==> src/axi3_mem_cfg.svh <==
`ifndef AXI3_MEM_CFG_SVH
`define AXI3_MEM_CFG_SVH

// ==========================================================================
// Build configuration for the memory-to-AXI3 subsystem
// ==========================================================================

// Byte address width on the AXI3 side
`define AXI_ADDR_WID 12

// Bytes per data word
`define DATA_BYTES 4

// Number of words in the on-chip RAM
`define MEM_DEPTH 256

// Constant transaction ID
`define AXI_ID 0

`endif

==> src/axi3_mem_pkg.sv <==
package axi3_mem_pkg;

`include "axi3_mem_cfg.svh"

    // ======================================================================
    // Derived widths
    // ======================================================================
    localparam int DATA_WID     = `DATA_BYTES * 8;
    localparam int ADDR_LSB     = $clog2(`DATA_BYTES);
    localparam int MEM_ADDR_WID = `AXI_ADDR_WID - ADDR_LSB;

    // Word-addressed memory side
    typedef logic [MEM_ADDR_WID-1:0]  mem_addr_t;
    typedef logic [DATA_WID-1:0]      mem_data_t;

    // AXI3 fields
    typedef logic [`AXI_ADDR_WID-1:0] axi_addr_t;
    typedef logic [3:0]               axi_id_t;
    typedef logic [3:0]               axi_len_t;
    typedef logic [2:0]               axi_size_t;
    typedef logic [`DATA_BYTES-1:0]   axi_strb_t;

    // Size code for a full-word beat
    localparam axi_size_t AXI_SIZE = axi_size_t'(ADDR_LSB);

    // Response codes
    typedef enum logic [1:0] {
        OKAY   = 2'b00,
        EXOKAY = 2'b01,
        SLVERR = 2'b10,
        DECERR = 2'b11
    } axi_resp_t;

    // ======================================================================
    // State machines
    // ======================================================================
    typedef enum logic [1:0] {
        WR_IDLE,
        WR_ADDR_DATA,
        WR_RESP
    } wr_state_t;

    typedef enum logic [1:0] {
        RD_IDLE,
        RD_ADDR,
        RD_DATA
    } rd_state_t;

    typedef enum logic [1:0] {
        SUB_IDLE,
        SUB_WRITE,
        SUB_BRESP,
        SUB_RDATA
    } sub_state_t;

endpackage

==> src/mem_sp_to_sdp_adapter.sv <==
`timescale 1ns/1ps

module mem_sp_to_sdp_adapter (
    input  logic                   clk,
    input  logic                   rst_n,
    // Single-port client side
    input  logic                   req,
    input  logic                   wr,
    input  axi3_mem_pkg::mem_addr_t addr,
    input  axi3_mem_pkg::mem_data_t wdata,
    output logic                   rdy,
    output logic                   ack,
    output logic                   error,
    output axi3_mem_pkg::mem_data_t rdata,
    // Write channel
    output logic                   wr_req,
    output axi3_mem_pkg::mem_addr_t wr_addr,
    output axi3_mem_pkg::mem_data_t wr_data,
    input  logic                   wr_rdy,
    input  logic                   wr_ack,
    input  logic                   wr_error,
    // Read channel
    output logic                   rd_req,
    output axi3_mem_pkg::mem_addr_t rd_addr,
    input  logic                   rd_rdy,
    input  logic                   rd_ack,
    input  axi3_mem_pkg::mem_data_t rd_data,
    input  logic                   rd_error
);
    import axi3_mem_pkg::*;

    // Holding register for the accepted request
    logic      wr_q;
    mem_addr_t addr_q;
    mem_data_t wdata_q;
    // Request still waiting for its channel
    logic      issue;

    // Steer to one channel by direction
    assign wr_req  = issue & wr_q;
    assign rd_req  = issue & ~wr_q;
    assign wr_addr = addr_q;
    assign wr_data = wdata_q;
    assign rd_addr = addr_q;

    // Payload capture on acceptance
    always_ff @(posedge clk) begin
        if (req && rdy) begin
            wr_q    <= wr;
            addr_q  <= addr;
            wdata_q <= wdata;
        end
    end

    always_ff @(posedge clk or negedge rst_n) begin
        if (!rst_n) begin
            rdy   <= 1'b1;
            issue <= 1'b0;
            ack   <= 1'b0;
            error <= 1'b0;
            rdata <= '0;
        end else begin
            ack <= 1'b0;
            // Accept one request, then block until done
            if (req && rdy) begin
                rdy   <= 1'b0;
                issue <= 1'b1;
            end else if ((wr_req && wr_rdy) || (rd_req && rd_rdy)) begin
                issue <= 1'b0;
            end
            // Merge channel acks, reads carry data
            if (wr_ack || rd_ack) begin
                ack   <= 1'b1;
                error <= wr_ack ? wr_error : rd_error;
                rdata <= rd_ack ? rd_data : '0;
            end
            // Ready again the cycle after ack
            if (ack) begin
                rdy <= 1'b1;
            end
        end
    end

endmodule

==> config.mk <==
export PLATFORM = sky130hd
export DESIGN_NAME = mem_sp_to_sdp_adapter
export DESIGN_NICKNAME = d
export VERILOG_FILES = /design/src/axi3_mem_pkg.sv /design/src/mem_sp_to_sdp_adapter.sv
export VERILOG_INCLUDE_DIRS = /design/src /design/src/src
export SDC_FILE = /design/constraint.sdc
export NUM_CORES = 1
export LEC_CHECK = 0
export ABC_CLOCK_PERIOD_IN_PS = 2500
export BUFFER_PORTS_ARGS = -buffer_cell sky130_fd_sc_hd__buf_2
export CORE_MARGIN = 2
export CORE_UTILIZATION = 42
export DETAILED_ROUTE_END_ITERATION = 6
export PLACE_DENSITY = 0.79
export SLEW_MARGIN = 10
export SYNTH_ARGS = -nofsm -noshare
export SYNTH_HDL_FRONTEND = slang
export SYNTH_SLANG_ARGS = --single-unit
==> constraint.sdc <==
create_clock -name clk -period 2.5 [get_ports clk]
set_input_delay 0.125 -clock clk [delete_from_list [all_inputs] [get_ports clk]]
set_output_delay 0.125 -clock clk [all_outputs]
set_load 0.02 [all_outputs]
; Word-level counts from Yosys, hierarchy flattened
; Index checks and enable logic that the tools add are counted.
[totals]
memories = 0
out_inout_bits = 89
elab_cells = 25
inputBits = 84
mem_bits_ro = 0
ramBits = 0
latch_bits = 0
register_bits = 79
[op_classes]
n_eq_ne = 0
addsub = 0
n_mux = 7
multipliers = 0
n_reduce_logical = 7
n_shift = 0
div_mod_pow = 0
bitwise = 3
magnitude_cmp = 0
[ops]
columns = operator, n
row1 = two-way mux 32 bit, 1
row2 = two-way mux 1 bit, 6
row3 = nonzero test 2 bit, 2
row4 = logical AND 1 bit, 3
row5 = bitwise AND 1 bit, 2
row6 = logical OR 1 bit, 2
row7 = NOT 1 bit, 1

; Logic depth before layout (Yosys ltp)
[logic_depth]
depth_word = 6
ltp_mapped = 4
mapped_depth_nobuf = 2

; Least setup slack after synthesis
; No wires, ideal clock.
[synth_timing]
kind = reg2reg
startpoint = register rdy
endpoint = register addr_q[0] (netlist: rd_addr[0]) (enable)
required_time_ns = 2.095
synth_period_minus_slack_ns = 2.073
path_buffers = 0
path_slack_ns = 0.427
setup_ns = 0.405
path_stages_with_launch = 2
arrival_ns = 1.668
cell_sequence = dfstp_2 > and2_1
[synth_between]
elab_chain_cells = 1
[synth_lines]
columns = element, line
row1 = start: declaration, mem_sp_to_sdp_adapter.sv:11  ; output logic rdy,
row2 = start signal: assignment, mem_sp_to_sdp_adapter.sv:57  ; rdy <= 1'b1;
row3 = start signal: assignment, mem_sp_to_sdp_adapter.sv:66  ; rdy <= 1'b0;
row4 = start signal: assignment, mem_sp_to_sdp_adapter.sv:79  ; rdy <= 1'b1;
row5 = logical AND 1 bit, mem_sp_to_sdp_adapter.sv:48  ; if (req && rdy) begin
row6 = end signal: assignment, mem_sp_to_sdp_adapter.sv:50  ; addr_q <= addr;
row7 = end: declaration, mem_sp_to_sdp_adapter.sv:34  ; mem_addr_t addr_q;
; Every way passes these cells.
; A chain may end at the register's enable or synchronous reset.

; Worst setup path in the final report
[layout_timing]
startpoint = register rdy
endpoint = register addr_q[9] (netlist: rd_addr[9]) (enable)
; The elaborated chain is that of the path after synthesis.

==> metrics <==
setup_tns=0 ns; clock skew=roughly 0.0084 ns; H-tree levels=3; vias in the first global route=2025; antenna violations before repair=0; status=complete, no violations; CTS Buf Count=9; gr ovfl total=0; post-synth cell types=15; wire length per cell=roughly 16 um; final core occ=0.665; row count=29; DRT antenna net count=0; most frequent cells in the layout=buf_2, dlygate4sd3_1, edfxtp_1; top post-synthesis cells by area=edfxtp_1, dfrtp_1, a22o_1; fmax=approximately 610 MHz; Post-Syn Nets=approximately 220; Final Hold Viols=0; clock buffer depth=2; Final Cell Area=4170 sq um; largest net degree at the start of global routing=37; CTS clock-pin slew for the worst setup and hold paths=roughly 0.08 ns; NumNets Final=437; most common cell after layout, fill and taps aside=buf_2; Yosys top cell area share=0.478; Critical Path Source Type=flop; Synth area leader=edfxtp_1; GRT Total Usage=0.199; static leakage=just over 2 nW; # setup viols final=0; RSZ-0062 raised after global routing=no; HP Class=in -> reg; vias after detailed routing=roughly 2000; Synth Register Bits=a little under 80; Detailed Routing Iterations Pass 1=4; Min Hold Slack=0.0206 ns; critical path required time=roughly 2.5 ns; clock tree sinks=79; dpl hpwl=about 4600 um; fin. max-slew vios=0; Mapped Area=between 2000 and 3000 sq um; crit end category=flop; Tmin final=around 1.6 ns; syn_area_per_cell=between 15 and 20 sq um; Power Total=~2.8 mW; WL final=about 7000 um; Initial Util=0.430; worst IR drop on VDD=0.344 mV; postcts setup bufs=0; Post-Synthesis Cells=140; Clock Tree Root=clkbuf_8; Area after DPL=3540 sq um; area grow syn2layout=54.6%; I/O Buffers=approximately 170; max_cap viols=0; Synth Warn #=0; Vert. Die Dim=84.2 um; Iter 0 DRT Violations=between 70 and 80; hold_buf cts=45; vias per cell=between 4 and 5; Tcrit/Tclk final=0.657; relative slew slack=0.486; CTS resizes=0; Core Box Area=6280 sq um; n_diodes=0; Final GP Congestion=between 0.7 and 0.8; WS Path Type=reg -> reg; share of layout cells above drive strength 1=0.535; clock latency on the worst-skew pair=about 0.33 ns; die area=just over 7000 sq um; num ports=~170; first-pass GRT wire length=about 11000 um; Worst EP arrival=about 1.7 ns; die width=approximately 84 um; PwrDens=slightly below 700 nW/um^2; DRC Markers=0; CTS tree=done; register area share after synthesis=0.813; worst slew pin tran=a little under 0.8 ns; largest fanout on the critical path=22
## report_power, final
part           switching [mW]  internal, mW  total, mW  leakage (nW)
logic                   0.244         0.190      0.434          1.06
clock network           0.428         0.454      0.882        0.0969
registers              0.0370          1.47       1.51         0.864
total                   0.709          2.11       2.82          2.02
## worst max-delay path, cell delays in order (launching register included)
cell and delay (ns):
dfstp_2 0.54, and2_2 0.46, buf_4 0.33
## through the flow
step,instances,setup slack [ns]
final,434,0.858
after global routing,434,0.776
after CTS,434,0.849
after detailed placement,374,0.866
after global placement,374,0.908
after floorplan,140,0.427
## synth_stat cells
cell	count
buf_2	3
nor2b_1	1
edfxtp_1	43
nor2_8	1
buf_4	10
mux2i_1	2
buf_6	4
a22o_1	32
a21o_1	2
nand2_1	1
and2_1	2
o21ai_0	1
inv_1	2
dfstp_2	1
dfrtp_1	35
## area by class of cell
cell class / count / area, sq um
Clock buffer: 9 / 124
Clock inverter: 6 / 61.3
Fill cell: 427 / 2100
Inverter: 2 / 7.51
Multi-Input combinational cell: 42 / 364
Sequential cell: 79 / 2190
Tap cell: 77 / 96.3
Timing Repair Buffer: 219 / 1330
## flip-flops by register name, summed over array words and instances (netlist names)
register  flops
wr_q          1
wr_data      32
rd_addr      10
rdata        32
error         1
rdy           1
ack           1
issue         1
## worst paths after layout
| kind | start | slack (ns) | cells after the start | to |
|---|---|---|---|---|
| setup reg to reg | rdy$_DFFE_PN1P_ | 0.86 | 2 | rd_addr[9]$_DFFE_PP_ |
| hold / removal | rd_data[4] | 0.02 | 2 | rdata[4]$_DFFE_PN0P_ |
| max in group asynchronous | rst_n | 1.61 | 2 | rdata[21]$_DFFE_PN0P_ |
| setup / recovery | rdy$_DFFE_PN1P_ | 0.86 | 2 | rd_addr[9]$_DFFE_PP_ |
| hold reg to reg | ack$_DFF_PN0_ | 0.46 | 1 | rdy$_DFFE_PN1P_ |
| min in group asynchronous | rst_n | 0.40 | 2 | rdata[22]$_DFFE_PN0P_ |
## cell families (layout without fill, tap and decap cells)
family | after synthesis | count (layout) | synth area share
muxes | 2 | 2 | 0.00742
AOI/OAI and AO/OA | 35 | 35 | 0.111
buffers and inverters | 19 | 236 | 0.0528
DFF | 79 | 79 | 0.813
and+or+nand+nor | 5 | 5 | 0.0158
## routing by layer
metal,vias up,track usage,wire [um]
met2,116,0.344,3610
met5,-,0,0
met1,959,0.236,2690
li1,947,-,-
met4,0,0.0777,127
met3,9,0.0541,612
Power figures use the tool's default switching activity.
