===== config.mk =====
export PLATFORM = sky130hd
export DESIGN_NAME = axi3_from_mem_adapter
export DESIGN_NICKNAME = d
export VERILOG_FILES = /design/src/axi3_mem_pkg.sv /design/src/axi3_from_mem_adapter.sv
export VERILOG_INCLUDE_DIRS = /design/src /design/src/src
export SDC_FILE = /design/constraint.sdc
export NUM_CORES = 1
export LEC_CHECK = 0
export BUFFER_PORTS_ARGS = -buffer_cell sky130_fd_sc_hd__buf_2
export CORE_ASPECT_RATIO = 2
export CORE_MARGIN = 3
export CORE_UTILIZATION = 43
export CTS_CLUSTER_DIAMETER = 150
export CTS_CLUSTER_SIZE = 24
export DETAILED_ROUTE_END_ITERATION = 10
export PLACE_DENSITY = 0.84
export SLEW_MARGIN = 5
export SYNTH_ARGS = -nofsm -noshare
export SYNTH_HDL_FRONTEND = slang
export SYNTH_SLANG_ARGS = --single-unit
export TNS_END_PERCENT = 50

===== constraint.sdc =====
create_clock -name clk -period 4.1 [get_ports clk]
set_input_delay 0 -clock clk [delete_from_list [all_inputs] [get_ports clk]]
set_output_delay 0 -clock clk [all_outputs]
set_load 0.03 [all_outputs]

===== src/axi3_mem_cfg.svh =====
`ifndef AXI3_MEM_CFG_SVH
`define AXI3_MEM_CFG_SVH

// ==========================================================================
// Build configuration for the memory-to-AXI3 subsystem
// ==========================================================================

// Byte address width on the AXI3 side
`define AXI_ADDR_WID 12

// Bytes per data word
`define DATA_BYTES 4

// Number of words in the on-chip RAM
`define MEM_DEPTH 256

// Constant transaction ID
`define AXI_ID 0

`endif


===== src/axi3_mem_pkg.sv =====
package axi3_mem_pkg;

`include "axi3_mem_cfg.svh"

    // ======================================================================
    // Derived widths
    // ======================================================================
    localparam int DATA_WID     = `DATA_BYTES * 8;
    localparam int ADDR_LSB     = $clog2(`DATA_BYTES);
    localparam int MEM_ADDR_WID = `AXI_ADDR_WID - ADDR_LSB;

    // Word-addressed memory side
    typedef logic [MEM_ADDR_WID-1:0]  mem_addr_t;
    typedef logic [DATA_WID-1:0]      mem_data_t;

    // AXI3 fields
    typedef logic [`AXI_ADDR_WID-1:0] axi_addr_t;
    typedef logic [3:0]               axi_id_t;
    typedef logic [3:0]               axi_len_t;
    typedef logic [2:0]               axi_size_t;
    typedef logic [`DATA_BYTES-1:0]   axi_strb_t;

    // Size code for a full-word beat
    localparam axi_size_t AXI_SIZE = axi_size_t'(ADDR_LSB);

    // Response codes
    typedef enum logic [1:0] {
        OKAY   = 2'b00,
        EXOKAY = 2'b01,
        SLVERR = 2'b10,
        DECERR = 2'b11
    } axi_resp_t;

    // ======================================================================
    // State machines
    // ======================================================================
    typedef enum logic [1:0] {
        WR_IDLE,
        WR_ADDR_DATA,
        WR_RESP
    } wr_state_t;

    typedef enum logic [1:0] {
        RD_IDLE,
        RD_ADDR,
        RD_DATA
    } rd_state_t;

    typedef enum logic [1:0] {
        SUB_IDLE,
        SUB_WRITE,
        SUB_BRESP,
        SUB_RDATA
    } sub_state_t;

endpackage


===== src/axi3_from_mem_adapter.sv =====
`timescale 1ns/1ps

`include "axi3_mem_cfg.svh"

module axi3_from_mem_adapter (
    input  logic                    clk,
    input  logic                    rst_n,
    // Write channel
    input  logic                    wr_req,
    input  axi3_mem_pkg::mem_addr_t wr_addr,
    input  axi3_mem_pkg::mem_data_t wr_data,
    output logic                    wr_rdy,
    output logic                    wr_ack,
    output logic                    wr_error,
    // Read channel
    input  logic                    rd_req,
    input  axi3_mem_pkg::mem_addr_t rd_addr,
    output logic                    rd_rdy,
    output logic                    rd_ack,
    output axi3_mem_pkg::mem_data_t rd_data,
    output logic                    rd_error,
    // AXI3 write address
    output logic                    awvalid,
    input  logic                    awready,
    output axi3_mem_pkg::axi_addr_t awaddr,
    output axi3_mem_pkg::axi_id_t   awid,
    output axi3_mem_pkg::axi_len_t  awlen,
    output axi3_mem_pkg::axi_size_t awsize,
    // AXI3 write data
    output logic                    wvalid,
    input  logic                    wready,
    output axi3_mem_pkg::mem_data_t wdata,
    output axi3_mem_pkg::axi_strb_t wstrb,
    output logic                    wlast,
    // AXI3 write response
    input  logic                    bvalid,
    output logic                    bready,
    input  axi3_mem_pkg::axi_resp_t bresp,
    input  axi3_mem_pkg::axi_id_t   bid,
    // AXI3 read address
    output logic                    arvalid,
    input  logic                    arready,
    output axi3_mem_pkg::axi_addr_t araddr,
    output axi3_mem_pkg::axi_id_t   arid,
    output axi3_mem_pkg::axi_len_t  arlen,
    output axi3_mem_pkg::axi_size_t arsize,
    // AXI3 read data
    input  logic                    rvalid,
    output logic                    rready,
    input  axi3_mem_pkg::mem_data_t rdata,
    input  axi3_mem_pkg::axi_resp_t rresp,
    input  axi3_mem_pkg::axi_id_t   rid,
    input  logic                    rlast
);
    import axi3_mem_pkg::*;

    localparam axi_id_t ID = axi_id_t'(`AXI_ID);

    // ======================================================================
    // Write engine
    // ======================================================================
    wr_state_t wr_state;
    logic      aw_done;
    logic      w_done;
    axi_addr_t wr_axi_addr;
    mem_data_t wr_data_q;
    logic      aw_hs;
    logic      w_hs;

    assign wr_rdy  = (wr_state == WR_IDLE);
    // AW and W raised together, each dropped after its own handshake
    assign awvalid = (wr_state == WR_ADDR_DATA) && !aw_done;
    assign wvalid  = (wr_state == WR_ADDR_DATA) && !w_done;
    assign aw_hs   = awvalid && awready;
    assign w_hs    = wvalid && wready;

    // Single full-word beat
    assign awaddr = wr_axi_addr;
    assign awid   = ID;
    assign awlen  = '0;
    assign awsize = AXI_SIZE;
    assign wdata  = wr_data_q;
    assign wstrb  = '1;
    assign wlast  = 1'b1;
    assign bready = 1'b1;

    // Byte address from word address
    always_ff @(posedge clk) begin
        if (wr_req && wr_rdy) begin
            wr_axi_addr <= {wr_addr, {ADDR_LSB{1'b0}}};
            wr_data_q   <= wr_data;
        end
    end

    always_ff @(posedge clk or negedge rst_n) begin
        if (!rst_n) begin
            wr_state <= WR_IDLE;
            aw_done  <= 1'b0;
            w_done   <= 1'b0;
            wr_ack   <= 1'b0;
            wr_error <= 1'b0;
        end else begin
            wr_ack <= 1'b0;
            case (wr_state)
                WR_IDLE: begin
                    if (wr_req) begin
                        aw_done  <= 1'b0;
                        w_done   <= 1'b0;
                        wr_state <= WR_ADDR_DATA;
                    end
                end
                WR_ADDR_DATA: begin
                    if (aw_hs) aw_done <= 1'b1;
                    if (w_hs) w_done <= 1'b1;
                    // Either order, both needed
                    if ((aw_done || aw_hs) && (w_done || w_hs)) begin
                        wr_state <= WR_RESP;
                    end
                end
                WR_RESP: begin
                    if (bvalid) begin
                        wr_ack   <= 1'b1;
                        wr_error <= (bresp != OKAY) || (bid != ID);
                        wr_state <= WR_IDLE;
                    end
                end
                default: wr_state <= WR_IDLE;
            endcase
        end
    end

    // ======================================================================
    // Read engine
    // ======================================================================
    rd_state_t rd_state;
    axi_addr_t rd_axi_addr;

    assign rd_rdy  = (rd_state == RD_IDLE);
    assign arvalid = (rd_state == RD_ADDR);
    assign araddr  = rd_axi_addr;
    assign arid    = ID;
    assign arlen   = '0;
    assign arsize  = AXI_SIZE;
    assign rready  = 1'b1;

    always_ff @(posedge clk) begin
        if (rd_req && rd_rdy) begin
            rd_axi_addr <= {rd_addr, {ADDR_LSB{1'b0}}};
        end
        if (rd_state == RD_DATA && rvalid) begin
            rd_data <= rdata;
        end
    end

    always_ff @(posedge clk or negedge rst_n) begin
        if (!rst_n) begin
            rd_state <= RD_IDLE;
            rd_ack   <= 1'b0;
            rd_error <= 1'b0;
        end else begin
            rd_ack <= 1'b0;
            case (rd_state)
                RD_IDLE: begin
                    if (rd_req) rd_state <= RD_ADDR;
                end
                RD_ADDR: begin
                    if (arready) rd_state <= RD_DATA;
                end
                RD_DATA: begin
                    // Single beat, so last must come with it
                    if (rvalid) begin
                        rd_ack   <= 1'b1;
                        rd_error <= (rresp != OKAY) || (rid != ID) || !rlast;
                        rd_state <= RD_IDLE;
                    end
                end
                default: rd_state <= RD_IDLE;
            endcase
        end
    end

endmodule


---- Word level (Yosys, flattened, before mapping) ----
Cells that the tools add are included.
word-level totals
  bits in latches ......................... 0
  output and inout bits ................... 126
  memory bits (read-only) ................. 0
  flip-flop bits (word level) ............. 94
  RAM bits ................................ 0
  word-level logic and storage cells ...... 70
  bits of input ports ..................... 106
  memories ................................ 0
cells by class
  $lt $le $gt $ge ......................... 0
  reduce and logical (&&, ||, !) cells .... 29
  bitwise gates (word level) .............. 0
  shift-type cells ........................ 0
  eq/ne operators ......................... 12
  add/sub/neg operators ................... 0
  divide/modulo/power cells ............... 0
  multipliers ............................. 0
  mux-type cells .......................... 17
operators with widths
  kind                                                                      number
  2-bit two-way mux                                                         6
  2-bit inequality test (second input constant)                             6
  2-bit case mux with 3 select lines                                        2
  3-bit AND reduction                                                       4
  1-bit logical AND                                                         8
  4-bit nonzero test                                                        2
  1-bit two-way mux                                                         7
  2-bit nonzero test                                                        3
  1-bit logical OR                                                          5
  2-bit by 1-bit equality test with 1-bit output (second input constant)    2
  2-bit equality test (second input constant)                               2
  2-bit logical NOT                                                         2
  2-bit by 1-bit inequality test with 1-bit output (second input constant)  2
  1-bit case mux with 2 select lines                                        2
  2-bit AND reduction                                                       2
  1-bit logical NOT                                                         3

---- Logic depth before layout (Yosys ltp) ----
  word-level depth ........................ 7
  gate-level depth with buffers ........... 3

---- Worst setup path before layout ----
Ideal clock, no wire load.
  path type ............................... reg-to-reg
  from .................................... reg wr_state[0]
  to ...................................... reg wr_axi_addr[10] (netlist: awaddr[10]) (enable)
  setup time .............................. 403 ps
  path slack .............................. 1713 ps
  buffers on the path ..................... 0
  cell stages (with the launch flop) ...... 3
  arrival time ............................ 1983 ps
  clock period less this slack ............ 2387 ps
  cells stage by stage .................... dfrtp_1 > nor2_1 > and2_1
between the ends
  word-level cells in the longest chain between the ends .. 2
RTL lines
  item                      line                          text
  start: declaration        axi3_from_mem_adapter.sv:62   wr_state_t wr_state;
  start signal: assignment  axi3_from_mem_adapter.sv:97   wr_state <= WR_IDLE;
  start signal: assignment  axi3_from_mem_adapter.sv:109  wr_state <= WR_ADDR_DATA;
  start signal: assignment  axi3_from_mem_adapter.sv:117  wr_state <= WR_RESP;
  2-bit logical NOT         axi3_from_mem_adapter.sv:70   assign wr_rdy = (wr_state == WR_IDLE);
  net wr_rdy                axi3_from_mem_adapter.sv:12   output logic wr_rdy,
  1-bit logical AND         axi3_from_mem_adapter.sv:89   if (wr_req && wr_rdy) begin
  end signal: assignment    axi3_from_mem_adapter.sv:90   wr_axi_addr <= {wr_addr, {ADDR_LSB{1'b0}}};
  end: declaration          axi3_from_mem_adapter.sv:65   axi_addr_t wr_axi_addr;
The timed path passes the listed nets, and every way through them passes these cells.
A chain may end at the register's enable or synchronous reset.

---- Worst setup path after layout ----
  from .................................... reg rd_state[0]
  to ...................................... reg rd_error
between the ends
  word-level cells in the longest chain between the ends .. 2
RTL lines
  item                                  line                          text
  start: declaration                    axi3_from_mem_adapter.sv:135  rd_state_t rd_state;
  start signal: assignment              axi3_from_mem_adapter.sv:157  rd_state <= RD_IDLE;
  start signal: assignment              axi3_from_mem_adapter.sv:164  if (rd_req) rd_state <= RD_ADDR;
  start signal: assignment              axi3_from_mem_adapter.sv:167  if (arready) rd_state <= RD_DATA;
  2-bit equality test                   axi3_from_mem_adapter.sv:162  case (rd_state)
  2-bit AND reduction (no source line)  -
  end signal: assignment                axi3_from_mem_adapter.sv:173  rd_error <= (rresp != OKAY) || (rid != ID) || !rlast;
  end: declaration                      axi3_from_mem_adapter.sv:21   output logic rd_error,
No other way between the ends.

==> key figures <==
Floorplanning
  – Die ar.: 8640 µm²
  – Row Count: 44
  – Total core area: 7270 µm²
  – Starting density of the core: 44.4%
  – Die X-Extent: 67.2 µm
  – Top Ports: 232
  – Die height: 128 µm

Power
  – Pleak: 2.44 nW
  – Max IR drop VDD: 0.408 mV
  – Power Dens Cells: 533 nW/µm²

Finish
  – Final core occ: 75.7%
  – # diodes: 0
  – Multi-input gate area: 314 µm²
  – Final nets: 576
  – Commonest non-fill, non-tap cell in the layout: buf_2
  – # fillers: 433
  – Most frequent cells in the layout: buf_2 (198), dlygate4sd3_1 (98), edfxtp_1 (84)
  – Layout cells sized above 1: 45.1%
  – Area grow syn2layout: 70.6%
  – Reg area: 2770 µm²

Synthesis
  – Synth top area share: 78.2%
  – Avg Inst Size Synth: 19.7 µm²
  – Netlist cell types: 23
  – Post-Synthesis Cell Area: 3220 µm²
  – Post-synthesis cell count: 164
  – Seq cells post-synth: 94
  – Synth top area cells: edfxtp_1 (78%), dfrtp_1 (7.8%), buf_4 (7.7%)
  – Asr flop ratio synth: 10.6%
  – Top FF cell, synth: edfxtp_1
  – Post-synth EDFFs: 84
  – Synth warn: 0
  – Synth area leader: edfxtp_1
  – Post-synthesis sequential area ratio: 86.0%

Detailed routing
  – Total routed wirelength: 8.98 mm
  – Final ANT Viol Nets: 0
  – Detailed Route Iter0 Violations: 143
  – Routed WL per cell: 15.8 µm
  – Drt pass-1 iters: 4
  – DRC viols: 0
  – Total number of vias: 2,482
  – Mean number of vias per cell: 4.38

Global route
  – Initial antenna violation count: 0
  – First-pass GRT wire length: 12.9 mm
  – Vias in the first global route: 2,591
  – Gr usage total: 21.2%
  – Largest net degree at the start of global routing: 43
  – Total gr overflow: 0

STA
  – Fmax: 533 MHz
  – Final Setup Violations: 0
  – RSZ-0062 raised after global routing: false
  – Least-Margin Pin Slew: 0.911 ns
  – Final Critical Period: 1.88 ns
  – Final hold violations: 0
  – Setup TNS: 0 ns
  – Fin crit share: 45.8%
  – Hold slack final: 0.0688 ns
  – Fin worst setup slack: 2.22 ns
  – Final Slew Violations: 0
  – Clock Skew: 0.00530 ns
  – Relative slew margins: 39.2%

Placed design
  – Input/output buffers: 198
  – Routability cong.: 0.768
  – Post-place setup slack: 2.33 ns
  – Post-DP HPWL: 5.74 mm

Critical path
  – Crit Path Class: reg2reg
  – CP Capture Type: flop
  – Critical Path Fanout Max: 35
  – CP Launch Type: flop
  – Worst Path Required: 4.37 ns
  – Crit path DAT: 2.14 ns

Clock network
  – TritonCTS Buffers: 9
  – # clock sinks: 94
  – Longest Clk Path Bufs: 2
  – CTS tree: done
  – Clock slew at reported path FFs: 0.06 ns
  – H-tree level count: 3
  – CTS resizes: 0
  – Clk_lat worst skew: 0.33 ns
  – Postcts setup bufs: 0
  – CTS root buf: clkbuf_16

Job
  – Max-cap violations: 0

Hold path
  – Hold/Removal Path Class: in2async

Outcome
  – Status: complete, no violations
-- flip-flops by register name, summed over array words and instances (netlist names) --
name	cells
wr_error	1
w_done	1
rd_ack	1
araddr	10
aw_done	1
wr_state	2
wr_ack	1
rd_state	2
rd_error	1
wdata	32
awaddr	10
rd_data	32
-- cells in the mapped netlist, types with 2 or more instances --
cell type  instances
and2_1             2
buf_4             33
edfxtp_1          84
nor2_1            11
conb_1             2
and3b_1            2
a21oi_1            4
dfrtp_1           10
a31oi_1            2
-- worst paths after layout --
kind | slack, ns | startpoint | cells after the start | to
max | 2.22 | rd_state[0] | 5 | rd_error
min in group clk | 0.29 | rvalid | 3 | rd_ack
min | 0.07 | rst_n | 2 | wr_state[0]
min reg2reg | 0.52 | rd_state[1] | 1 | rd_state[0]
max in group asynchronous | 3.84 | rst_n | 2 | rd_error
max reg2reg | 2.22 | rd_state[0] | 5 | rd_error
-- stage by stage --
stage	cell area (µm²)	total power [mW]	instances
2_1_floorplan	3340	1.80	195
6_report	5500	2.93	567
3_5_place_dp	4210	2.01	453
4_1_cts	5500	2.95	567
3_3_place_gp	4210	1.98	453
5_1_grt	5500	3.06	567
-- logic make-up (layout without fill, tap and decap cells) --
group,Yosys count,after routing,share of synthesized area [%]
AO/OA/AOI/OAI,10,10,2.02
AND/OR/NAND/NOR,22,22,3.53
other,2,33,0.233
buffers and inverters,35,315,7.92
flip-flops,94,94,86.0
multiplexers,1,1,0.310
-- per-layer routing --
metal	track usage (%)	share of wire, %	wire (µm)	up-vias
met4	8.61	2.4	214	0
met5	0	0	0	-
met2	39.4	57	5090	165
met3	5.15	8.1	728	14
met1	21.6	33	2940	1152
li1	-	-	-	1151
-- worst max-delay path, stage by stage, from the launching register on --
cell           delay [ns]
dfrtp_1              0.42
and3b_1              0.22
buf_4                0.38
nor2_1               0.08
a31oi_1              0.15
dlygate4sd3_1        0.56
-- report_power, final --
group          switching [mW]  leakage (nW)  internal (mW)
Clock                   0.322         0.149          0.529
Sequential             0.0684         0.897           1.24
Combinational           0.535          1.39          0.241
Total                   0.926          2.44           2.01
-- what timing repair did --
action / in CTS / in global routing
endpoints found under the hold margin: 102 / 0
endpoints found under the setup margin: 0 / 0
hold buffers: 98 / 0
-- layout make-up --
type | count | share of cell area, %
Sequential cell | 94 | 50.4
Timing Repair Buffer | 297 | 36.0
Multi-Input combinational cell | 66 | 5.71
Clock buffer | 9 | 4.09
Tap cell | 92 | 2.09
Clock inverter | 7 | 1.59
Inverter | 2 | 0.136
Note: power is estimated with default switching activity, not from simulation.
